## src/hw/renamePkg.sv

```systemverilog
package renamePkg;

    // Register file sizes
    localparam int NUM_ARCH_REGS = 32;
    localparam int NUM_TAGS = 64;

    localparam int REG_W = $clog2(NUM_ARCH_REGS);
    localparam int TAG_W = $clog2(NUM_TAGS);
    localparam int SEQ_W = 6;

    typedef logic [REG_W-1:0] regIdx_t;
    typedef logic [TAG_W-1:0] tag_t;

    // Wraps around, ordering is by signed difference
    typedef logic [SEQ_W-1:0] seqNum_t;

    // Second operand: tag in register form, immediate in immediate form
    typedef logic [TAG_W-1:0] srcB_t;

    // Register form of the decoded word
    typedef struct packed {
        regIdx_t rd;
        regIdx_t rs1;
        regIdx_t rs2;
        logic    pad;
    } regForm_t;

    // Immediate form, rd and rs1 sit in the same bits as in register form
    typedef struct packed {
        regIdx_t    rd;
        regIdx_t    rs1;
        logic [5:0] imm;
    } immForm_t;

    // isImm tells which view holds
    typedef union packed {
        regForm_t regForm;
        immForm_t immForm;
    } opWord_u;

endpackage

```

## src/hw/stageIf.sv

```systemverilog
// Decoded operation from the queue into rename
interface decodedIf import renamePkg::*; ();
    logic    valid;
    logic    isImm;
    opWord_u word;
    logic    ready;

    modport producer (output valid, isImm, word, input ready);
    modport receiver (input valid, isImm, word, output ready);
endinterface

// Renamed operation from rename into the retire buffer
interface renamedIf import renamePkg::*; ();
    logic    valid;
    logic    isImm;
    seqNum_t sqN;
    regIdx_t rd;
    tag_t    tagDst;
    tag_t    tagA;
    srcB_t   srcB;
    logic    ready;

    modport producer (
        output valid, isImm, sqN, rd, tagDst, tagA, srcB,
        input  ready
    );
    modport receiver (
        input  valid, isImm, sqN, rd, tagDst, tagA, srcB,
        output ready
    );
endinterface

```

## src/hw/renameStage.sv

```systemverilog
module renameStage import renamePkg::*; (
    input  logic       clk,
    input  logic       rst,
    input  logic       flush,
    decodedIf.receiver in,
    renamedIf.producer out,
    input  logic       commitValid,
    input  regIdx_t    commitRd,
    input  tag_t       commitTag
);

    // Tags 0..31 start out holding the architectural registers
    localparam logic [NUM_TAGS-1:0] INIT_TAGS =
        {{(NUM_TAGS - NUM_ARCH_REGS){1'b0}}, {NUM_ARCH_REGS{1'b1}}};

    // Alias table
    tag_t comTag  [NUM_ARCH_REGS];
    tag_t specTag [NUM_ARCH_REGS];

    // Tag pool state
    logic [NUM_TAGS-1:0] tagUsed;
    logic [NUM_TAGS-1:0] tagCommitted;

    seqNum_t counterSqN;

    // Committed view with this cycle's commit applied
    tag_t                comTagNxt [NUM_ARCH_REGS];
    logic [NUM_TAGS-1:0] tagComNxt;
    logic [NUM_TAGS-1:0] usedNxt;

    tag_t    newTag;
    logic    freeAvail;
    regIdx_t inRd;
    srcB_t   srcBNext;
    logic    accept;

    // Output slot
    logic    outValid;
    logic    outIsImm;
    seqNum_t outSqN;
    regIdx_t outRd;
    tag_t    outTagDst;
    tag_t    outTagA;
    srcB_t   outSrcB;

    assign out.valid = outValid;
    assign out.isImm = outIsImm;
    assign out.sqN = outSqN;
    assign out.rd = outRd;
    assign out.tagDst = outTagDst;
    assign out.tagA = outTagA;
    assign out.srcB = outSrcB;

    // Later hits win, so the highest free tag is picked
    always_comb begin
        newTag = '0;
        freeAvail = 1'b0;
        for (int j = 0; j < NUM_TAGS; j++) begin
            if (!tagUsed[j]) begin
                newTag = tag_t'(j);
                freeAvail = 1'b1;
            end
        end
    end

    assign inRd = in.word.regForm.rd;

    // rs2 only means something in register form
    assign srcBNext = in.isImm ? in.word.immForm.imm : specTag[in.word.regForm.rs2];

    // Stall when the slot stays occupied or no tag is left for a real destination
    assign in.ready = (!outValid || out.ready) && (inRd == '0 || freeAvail);
    assign accept = in.valid && in.ready;

    always_comb begin
        comTagNxt = comTag;
        tagComNxt = tagCommitted;
        usedNxt = tagUsed;
        if (commitValid) begin
            // Old committed tag of rd returns to the pool
            tagComNxt[comTag[commitRd]] = 1'b0;
            usedNxt[comTag[commitRd]] = 1'b0;
            tagComNxt[commitTag] = 1'b1;
            usedNxt[commitTag] = 1'b1;
            comTagNxt[commitRd] = commitTag;
        end
    end

    always_ff @(posedge clk) begin
        if (rst) begin
            for (int i = 0; i < NUM_ARCH_REGS; i++) begin
                comTag[i] <= tag_t'(i);
                specTag[i] <= tag_t'(i);
            end
            tagUsed <= INIT_TAGS;
            tagCommitted <= INIT_TAGS;
            counterSqN <= '0;
            outValid <= 1'b0;
        end else begin
            comTag <= comTagNxt;
            tagCommitted <= tagComNxt;
            if (flush) begin
                // Back to the committed state, including a commit landing now
                specTag <= comTagNxt;
                tagUsed <= tagComNxt;
                outValid <= 1'b0;
            end else begin
                tagUsed <= usedNxt;
                if (accept) begin
                    if (inRd != '0) begin
                        specTag[inRd] <= newTag;
                        tagUsed[newTag] <= 1'b1;
                    end
                    counterSqN <= counterSqN + 1'b1;
                    outValid <= 1'b1;
                end else if (out.ready) begin
                    outValid <= 1'b0;
                end
            end
        end
    end

    always_ff @(posedge clk) begin
        if (accept) begin
            outIsImm <= in.isImm;
            outSqN <= counterSqN;
            outRd <= inRd;
            outTagDst <= (inRd != '0) ? newTag : '0;
            outTagA <= specTag[in.word.regForm.rs1];
            outSrcB <= srcBNext;
        end
    end

endmodule

```

## src/hw/renameTop.sv

```systemverilog
module renameTop import renamePkg::*; #(
    parameter int QUEUE_DEPTH = 4,
    parameter int ROB_DEPTH = 8
) (
    input  logic    clk,
    input  logic    rst,
    input  logic    flush,

    // Decoded operations in
    input  logic    inValid,
    input  logic    inIsImm,
    input  opWord_u inWord,
    output logic    inReady,

    // Execution results by sequence number
    input  logic    wbValid,
    input  seqNum_t wbSqN,

    // Retired operations out
    output logic    retValid,
    output seqNum_t retSqN,
    output regIdx_t retRd,
    output tag_t    retTag,
    output tag_t    retFreedTag,
    output tag_t    retTagA,
    output srcB_t   retSrcB,
    output logic    retIsImm
);

    decodedIf decBus ();
    renamedIf renBus ();

    // Commit feedback into the alias table
    logic    commitValid;
    regIdx_t commitRd;
    tag_t    commitTag;

    uopQueue #(
        .QUEUE_DEPTH(QUEUE_DEPTH)
    ) queue (
        .clk     (clk),
        .rst     (rst),
        .flush   (flush),
        .inValid (inValid),
        .inIsImm (inIsImm),
        .inWord  (inWord),
        .inReady (inReady),
        .out     (decBus)
    );

    renameStage renamer (
        .clk         (clk),
        .rst         (rst),
        .flush       (flush),
        .in          (decBus),
        .out         (renBus),
        .commitValid (commitValid),
        .commitRd    (commitRd),
        .commitTag   (commitTag)
    );

    retireBuffer #(
        .ROB_DEPTH(ROB_DEPTH)
    ) rob (
        .clk         (clk),
        .rst         (rst),
        .flush       (flush),
        .in          (renBus),
        .wbValid     (wbValid),
        .wbSqN       (wbSqN),
        .commitValid (commitValid),
        .commitRd    (commitRd),
        .commitTag   (commitTag),
        .retValid    (retValid),
        .retSqN      (retSqN),
        .retRd       (retRd),
        .retTag      (retTag),
        .retFreedTag (retFreedTag),
        .retTagA     (retTagA),
        .retSrcB     (retSrcB),
        .retIsImm    (retIsImm)
    );

endmodule

```

## src/hw/retireBuffer.sv

```systemverilog
module retireBuffer import renamePkg::*; #(
    parameter int ROB_DEPTH = 8
) (
    input  logic       clk,
    input  logic       rst,
    input  logic       flush,
    renamedIf.receiver in,
    input  logic       wbValid,
    input  seqNum_t    wbSqN,
    output logic       commitValid,
    output regIdx_t    commitRd,
    output tag_t       commitTag,
    output logic       retValid,
    output seqNum_t    retSqN,
    output regIdx_t    retRd,
    output tag_t       retTag,
    output tag_t       retFreedTag,
    output tag_t       retTagA,
    output srcB_t      retSrcB,
    output logic       retIsImm
);

    localparam int PTR_W = $clog2(ROB_DEPTH);

    seqNum_t sqNMem    [ROB_DEPTH];
    regIdx_t rdMem     [ROB_DEPTH];
    tag_t    tagDstMem [ROB_DEPTH];
    tag_t    tagAMem   [ROB_DEPTH];
    srcB_t   srcBMem   [ROB_DEPTH];
    logic    isImmMem  [ROB_DEPTH];

    logic [ROB_DEPTH-1:0] entValid;
    logic [ROB_DEPTH-1:0] done;
    logic [PTR_W-1:0]     head;
    logic [PTR_W-1:0]     tail;
    logic [PTR_W:0]       count;

    // Local copy of the committed map, gives the tag being released
    tag_t comShadow [NUM_ARCH_REGS];

    logic    push;
    logic    retire;
    regIdx_t headRd;

    assign in.ready = (count != (PTR_W + 1)'(ROB_DEPTH));
    assign push = in.valid && in.ready && !flush;
    assign retire = entValid[head] && done[head] && !flush;
    assign headRd = rdMem[head];

    always_ff @(posedge clk) begin
        if (rst || flush) begin
            head <= '0;
            tail <= '0;
            count <= '0;
            entValid <= '0;
            done <= '0;
            retValid <= 1'b0;
            commitValid <= 1'b0;
            if (rst) begin
                for (int i = 0; i < NUM_ARCH_REGS; i++) begin
                    comShadow[i] <= tag_t'(i);
                end
            end
        end else begin
            for (int k = 0; k < ROB_DEPTH; k++) begin
                if (wbValid && entValid[k] && sqNMem[k] == wbSqN) begin
                    done[k] <= 1'b1;
                end
            end
            if (push) begin
                // A writeback arriving together with its op still counts
                entValid[tail] <= 1'b1;
                done[tail] <= wbValid && (wbSqN == in.sqN);
                tail <= tail + 1'b1;
            end
            if (retire) begin
                entValid[head] <= 1'b0;
                done[head] <= 1'b0;
                head <= head + 1'b1;
                if (headRd != '0) begin
                    comShadow[headRd] <= tagDstMem[head];
                end
            end
            retValid <= retire;
            commitValid <= retire && (headRd != '0);
            case ({push, retire})
                2'b10:   count <= count + 1'b1;
                2'b01:   count <= count - 1'b1;
                default: count <= count;
            endcase
        end
    end

    always_ff @(posedge clk) begin
        if (push) begin
            sqNMem[tail] <= in.sqN;
            rdMem[tail] <= in.rd;
            tagDstMem[tail] <= in.tagDst;
            tagAMem[tail] <= in.tagA;
            srcBMem[tail] <= in.srcB;
            isImmMem[tail] <= in.isImm;
        end
        if (retire) begin
            retSqN <= sqNMem[head];
            retRd <= headRd;
            retTagA <= tagAMem[head];
            retSrcB <= srcBMem[head];
            retIsImm <= isImmMem[head];
            commitRd <= headRd;
            commitTag <= tagDstMem[head];
            // x0 writes neither allocate nor release a tag
            retTag <= (headRd != '0) ? tagDstMem[head] : '0;
            retFreedTag <= (headRd != '0) ? comShadow[headRd] : '0;
        end
    end

endmodule

```

## src/hw/uopQueue.sv

```systemverilog
module uopQueue import renamePkg::*; #(
    parameter int QUEUE_DEPTH = 4
) (
    input  logic       clk,
    input  logic       rst,
    input  logic       flush,
    input  logic       inValid,
    input  logic       inIsImm,
    input  opWord_u    inWord,
    output logic       inReady,
    decodedIf.producer out
);

    localparam int PTR_W = $clog2(QUEUE_DEPTH);

    logic    isImmMem [QUEUE_DEPTH];
    opWord_u wordMem  [QUEUE_DEPTH];

    logic [PTR_W-1:0] head;
    logic [PTR_W-1:0] tail;
    logic [PTR_W:0]   count;

    logic push;
    logic pop;

    assign inReady = (count != (PTR_W + 1)'(QUEUE_DEPTH));

    // Anything arriving on a flush edge is dropped with the rest
    assign push = inValid && inReady && !flush;
    assign pop = out.valid && out.ready && !flush;

    // Oldest entry is shown straight from storage
    assign out.valid = (count != '0);
    assign out.isImm = isImmMem[head];
    assign out.word = wordMem[head];

    always_ff @(posedge clk) begin
        if (rst || flush) begin
            head <= '0;
            tail <= '0;
            count <= '0;
        end else begin
            if (push) begin
                tail <= tail + 1'b1;
            end
            if (pop) begin
                head <= head + 1'b1;
            end
            case ({push, pop})
                2'b10:   count <= count + 1'b1;
                2'b01:   count <= count - 1'b1;
                default: count <= count;
            endcase
        end
    end

    always_ff @(posedge clk) begin
        if (push) begin
            isImmMem[tail] <= inIsImm;
            wordMem[tail] <= inWord;
        end
    end

endmodule
```

## config.mk

```make
export PLATFORM = sky130hd
export DESIGN_NAME = renameTop
export DESIGN_NICKNAME = d
export VERILOG_FILES = /design/src/hw/renamePkg.sv /design/src/hw/stageIf.sv /design/src/hw/renameStage.sv /design/src/hw/renameTop.sv /design/src/hw/retireBuffer.sv /design/src/hw/uopQueue.sv
export SDC_FILE = /design/constraint.sdc
export NUM_CORES = 2
export LEC_CHECK = 0
export BUFFER_PORTS_ARGS = -buffer_cell sky130_fd_sc_hd__buf_2
export CORE_ASPECT_RATIO = 0.8
export CORE_MARGIN = 2
export CORE_UTILIZATION = 45
export CTS_BUF_LIST = sky130_fd_sc_hd__clkbuf_2 sky130_fd_sc_hd__clkbuf_4 sky130_fd_sc_hd__clkbuf_8
export CTS_CLUSTER_DIAMETER = 150
export DETAILED_ROUTE_END_ITERATION = 8
export PLACE_DENSITY = 0.56
export SETUP_SLACK_MARGIN = 0.15
export SKIP_LAST_GASP = 1
export SLEW_MARGIN = 25
export SYNTH_ARGS = -nofsm -noshare
export SYNTH_HDL_FRONTEND = slang
export SYNTH_SLANG_ARGS = --single-unit
```

## constraint.sdc

```tcl
create_clock -name clk -period 4.5 [get_ports clk]
set_input_delay 0.45 -clock clk [delete_from_list [all_inputs] [get_ports clk]]
set_output_delay 0.45 -clock clk [all_outputs]
set_load 0.005 [all_outputs]
```

Word-level counts from Yosys, hierarchy flattened
Memories as Yosys holds them, arrays and structs flattened. A register that Yosys moved wholly into a read port is not among the register bits. Index checks and enable logic that the tools add are counted. Widths: inputs -> output; s select.

Add/subtract/negate cells: 9. $lt $le $gt $ge: 16. Equality and inequality tests: 15. Multiplexer cells: 215. Bitwise operators: 15. Reductions and logical operators: 53.

Operators by type and width (count): $mux 192 (4); $bwmux 192 (2); $mux 64 (5); $mux 6 (42); $or 64x64->64 (3); $and 64x64->64 (2); $mux 1 (102); $bmux 6 s5 (3); $mux 5 (17); $not 64->64 (1); $demux 6 s5 (2); $eq 6x6->1 (9); $mux 8 (6); $logic_and 1x1->1 (34); $mux 4 (8); $ge 6x6->1 const B (4); $mux 3 (8); $not 5->6 (4); $lt 6x7->1 const B (3); $demux 1 s6 (3); $ge 6x1->1 const B (3); $and 8x8->8 (2); $lt 6x1->1 const B (2); $mux 2 (6); other kinds (29) (48).

Register bits: 601. Memory bits (writable): 500. Word-level logic and storage cells: 419. Memories kept: 9.

Memory list: rob.comShadow (depth 32, width 6, rd ports 1, clocked after memory_dff 1, write ports 32, RTL line retireBuffer.sv:39) `tag_t comShadow [NUM_ARCH_REGS];`; queue.wordMem (depth 4, width 16, rd ports 1, clocked after memory_dff 1, write ports 1, RTL line uopQueue.sv:17) `opWord_u wordMem [QUEUE_DEPTH];`; rob.sqNMem (depth 8, width 6, rd ports 9, clocked after memory_dff 1, write ports 1, RTL line retireBuffer.sv:25) `seqNum_t sqNMem [ROB_DEPTH];`; rob.srcBMem (depth 8, width 6, rd ports 1, clocked after memory_dff 1, write ports 1, RTL line retireBuffer.sv:29) `srcB_t srcBMem [ROB_DEPTH];`; rob.tagAMem (depth 8, width 6, rd ports 1, clocked after memory_dff 1, write ports 1, RTL line retireBuffer.sv:28) `tag_t tagAMem [ROB_DEPTH];`; rob.tagDstMem (depth 8, width 6, rd ports 1, clocked after memory_dff 1, write ports 1, RTL line retireBuffer.sv:27) `tag_t tagDstMem [ROB_DEPTH];`; 3 more memories.

Depth between registers and ports, before layout
Word-level depth: 71. Mapped depth: 13. Mapped depth without buffers: 12.

Cells and area by module
Synthesis repeated with hierarchy kept, for this count alone.

Cells, all modules: 4623. Area, all modules: 52668.0 um^2.

Modules (own cells, without submodules): renameStage (instances 1, cells each 2915, area an instance 27958.1 um^2); retireBuffer (instances 1, cells each 1561, area an instance 21744.6 um^2); uopQueue (instances 1, cells each 147, area an instance 2965.3 um^2).

Least setup slack after synthesis
Ideal clock, no wire load.

Kind: flip-flop to flip-flop. Start: reg rob.count[3]. End: reg rob.done[0]. Library setup time: 0.116 ns. Data arrival time: 3.705 ns. Required time: 4.384 ns. Path slack: 0.679 ns. Stages on the path, launching flop included: 8. Path buffers: 1. Period minus slack after synthesis: 3.821 ns. Cells stage by stage: dfxtp_1 > nor4b_1 > nand2b_1 > or3_1 > clkbuf_1 > nor3_1 > nor3_1 > a2111oi_0.

Longest elaborated chain between the ends: 7.

RTL lines: from (decl) (RTL line retireBuffer.sv:36) `logic [PTR_W:0] count;`; from (signal assigned) (RTL line retireBuffer.sv:87) `2'b10: count <= count + 1'b1;`; from (signal assigned) (RTL line retireBuffer.sv:88) `2'b01: count <= count - 1'b1;`; from (signal assigned) (RTL line retireBuffer.sv:89) `default: count <= count;`; $ne 4x4->1 * (RTL line retireBuffer.sv:45) `assign in.ready = (count != (PTR_W + 1)'(ROB_DEPTH));`; $logic_and 1x1->1 * (2 in a row) (RTL line retireBuffer.sv:46) `assign push = in.valid && in.ready && !flush;`; $mux 8 * (RTL line retireBuffer.sv:70) `if (push) begin`; $mux 8 * (RTL line retireBuffer.sv:51) `if (rst || flush) begin`; $and 8x8->8 (no line); $mux 8 * (RTL line retireBuffer.sv:76) `if (retire) begin`; to (signal, indexed assignment) (RTL line retireBuffer.sv:73) `done[tail] <= wbValid && (wbSqN == in.sqN);`; to (decl) (RTL line retireBuffer.sv:33) `logic [ROB_DEPTH-1:0] done;`.

Every way passes the cells marked *; elsewhere a longest branch is shown, timed or not. The select of a mux whose other input is x is not followed. A chain may end at the register's enable or synchronous reset.

Worst setup path in the final report
Start: reg rob.commitRd[4]. End: reg renamer.tagUsed[54].

Longest elaborated chain between the ends: 16.

RTL lines: from (decl) (RTL line retireBuffer.sv:11) `output regIdx_t commitRd,`; from (signal assigned) (RTL line retireBuffer.sv:109) `commitRd <= headRd;`; $not 5->6 (not written as such) * (RTL line renameStage.sv:81, renameStage.sv:82); $bmux 6 s5 * (RTL line renameStage.sv:81, renameStage.sv:82); $mux 6 (not written as such) * (2 in a row) (RTL line renameStage.sv:81, renameStage.sv:82); $lt 6x7->1 (not written as such) / $ge 6x1->1 (equally long branches) (RTL line renameStage.sv:81, renameStage.sv:82); $logic_and 1x1->1 (not written as such) (RTL line renameStage.sv:81, renameStage.sv:82); $mux 1 (not written as such) (RTL line renameStage.sv:81, renameStage.sv:82); $demux 1 s6 *; $not 64->64 (no line) *; $and 64x64->64 (no line); $or 64x64->64 (no line); $mux 64 (RTL line renameStage.sv:79) `if (commitValid) begin`; $or 64x64->64 (no line); $mux 64 (RTL line renameStage.sv:110) `if (inRd != '0) begin`; $mux 64 (RTL line renameStage.sv:109) `if (accept) begin`; $mux 64 * (RTL line renameStage.sv:102) `if (flush) begin`; to (signal assigned) (RTL line renameStage.sv:105) `tagUsed <= tagComNxt;`; to (signal assigned) (RTL line renameStage.sv:108) `tagUsed <= usedNxt;`; to (decl) (RTL line renameStage.sv:21) `logic [NUM_TAGS-1:0] tagUsed;`.

Marks and branches as above.

==> impl_metrics.yaml <==
run_status:
  outcome: "finished with violations"
  violations: "DRC"
placed_design:
  dp_hpwl_um: 121000
  io_buffers: 65
  place_congestion: 0.959
  dp_slack_ns: 0.421
critical_path:
  worst_ep_required_time_ns: 5.22
  cp.arrival_ns: 4.88
  critPathLaunchType: "register"
  crit_fanout: 21
  cp-end-kind: "register"
  worstSetupPathType: "reg -> reg"
clock_tree:
  cts_buffers: 181
  clk_pin_slew_ns: 0.06
  ctsLongestPathBuffers: 3
  htreeDepth: 4
  clk_latency_ns: 0.92
  tritoncts: "built"
  clock-sinks: 1131
  cts-root-buf: "clkbuf_8"
timing:
  fmax_mhz: 240
  finalCritPeriodShare_pct: 92.4
  fin_setup_tns_ns: 0
  setup_viol: 0
  hold_viol: 0
  slew_headroom_pct: 28.1
  finalWorstSetupSlack_ns: 0.341
  period_needed_ns: 4.16
  worst_pin_slew_ns: 1.07
  rsz0062_at_grt: "false"
  skew_ns: 0.0425
  drv_slew: 0
global_routing:
  grtUsageTotal_pct: 29.7
  grt-ovfl-total: 0
  grt_pass1_vias: 37200
  grt_max_degree: 169
  grt_pass1_wl_um: 259000
  antenna_found_initial: 8
yosys:
  yosys_warnings: 0
  synth_area_um2: 52100
  postSynthAreaPerCell_um2: 11.2
  ys.flop_type: "edfxtp_1"
  synthCells: 4641
  synth_top_area_cell: "edfxtp_1"
  synthDistinctLibCells: 93
  synth_top_area_share_pct: 33.0
  ys_seq_area_share_pct: 54.5
  synth_edf_count: 572
  synthTopCellsByArea: "edfxtp_1, dfxtp_1, mux2i_1"
  ys_ff_latch: 1131
  async_flop_share_pct: 0
drt:
  postRouteAntennaNets: 0
  drc_errors: 6
  routedWlPerCell_um: 27.8
  num_vias: 39600
  routed_wl_um: 179000
  drt_iter0_drc: 4934
  vias_per_cell: 6.17
  dr.pass1.iters: 8
die:
  start_util_pct: 45.4
  die_w_um: 384
  rows: 111
  die-height_um: 308
  core_region_area_um2: 115000
  dieArea_um2: 118000
  ios: 66
cells_and_area:
  regArea_um2: 28400
  post-route-util_pct: 51.0
  fill_cells: 10400
  multi_input_area_um2: 22500
  final_cell_mix: "edfxtp_1, dfxtp_1, nor2_1"
  areaGrowthSynthToFinish_pct: 12.5
  final_common_cell: "edfxtp_1"
  fin_nets: 4786
  drive_gt1_share_pct: 17.4
power:
  p_per_area_nw_per_um2: 363
  p_leak_nw: 20.6
  peakVddDrop_mv: 0.254
  total_power_mw: 21.3
min_path:
  min_path_type: "in -> reg"
run:
  drv_cap: 0
==> registers in the layout, summed over array words and instances, names as in the netlist, 64 cells and up, named ones only <==
name	flops
renamer.specTag	192
renamer.tagUsed	64
renamer.tagCommitted	64
queue.wordMem	64
renamer.comTag	192
rob.comShadow	192
==> critical path, stage by stage, from the launching register on <==
cell	delay (ns)
edfxtp_1	0.79
nand4bb_1	0.65
o22ai_1	0.60
nor4_1	0.19
nand2_1	0.33
nand4_1	0.54
o41ai_1	0.62
a31o_2	0.21
a41oi_1	0.04
==> final cells by class <==
cell class,instances,share of cell area [%]
timing repair buffer,242,3.17
inverter,52,0.338
antenna,4,0.0171
multi-input combinational,3137,38.4
sequential,1131,48.5
clock inverter,43,0.545
tap,1525,3.26
clock buffer,287,5.86
==> per-stage QoR <==
stage          instance area (µm²)  hold slack (ns)  instances
2_1_floorplan                52100            0.428       4646
5_1_grt                      58500            0.209       6419
4_1_cts                      58500            0.122       6415
3_5_place_dp                 54600            0.453       6065
6_report                     58500            0.208       6421
3_3_place_gp                 54500            0.446       6064
==> what timing repair did <==
| item | in CTS | in global routing |
|---|---|---|
| hold endpoints to repair | 103 | 0 |
| setup buffers | 0 | 2 |
| gates resized for setup | 0 | 1 |
| setup endpoints to repair | 0 | 1 |
| hold buffers | 20 | 0 |
==> worst paths after layout <==
check,from,endpoint,slack [ns],cells after the start
setup / recovery,rob.commitRd[4],renamer.tagUsed[54],0.34,8
setup reg to reg,rob.commitRd[4],renamer.tagUsed[54],0.34,8
hold reg to reg,renamer.tagCommitted[1],renamer.tagCommitted[1],0.46,2
hold / removal,wbValid,rob.done[0],0.21,5
==> power breakdown <==
group          switching, mW  internal [mW]  leakage [nW]  total, mW
logic                  0.621          0.324          8.94      0.946
registers              0.115           10.9          9.65       11.0
clock network           4.34           4.93          1.99       9.27
total                   5.08           16.2          20.6       21.3
==> kinds of logic after synthesis <==
family	Yosys count	share of synthesized area [%]
multiplexers	581	14.7
AO/OA/AOI/OAI	956	12.8
AND/OR/NAND/NOR	1511	13.6
other	1	0.00720
adder cells (fa/ha/maj)	13	0.341
flip-flops	1131	54.5
XOR/XNOR	70	1.18
buffers and inverters	378	2.89
==> routing by layer <==
metal  share of wire (%)  vias up  global-route usage [%]  routed length, µm
met5               0.015        -                       0                 26
met3                  10      262                    7.56              18200
met2                  43     1930                    42.7              76400
met4                 2.6        4                    8.68               4670
li1                    -    17600                       -                  -
met1                  44    19800                    44.0              79600
==> synth_stat cells (all sizes together), types with 85 or more instances <==
library cell,number
nor2,512
nor2b,111
clkbuf,241
mux4,138
mux2,97
o22ai,102
dfxtp,559
mux2i,346
buf,85
edfxtp,572
a21oi,173
nand2,486
o21ai,162
Note: power is estimated with default switching activity, not from simulation.
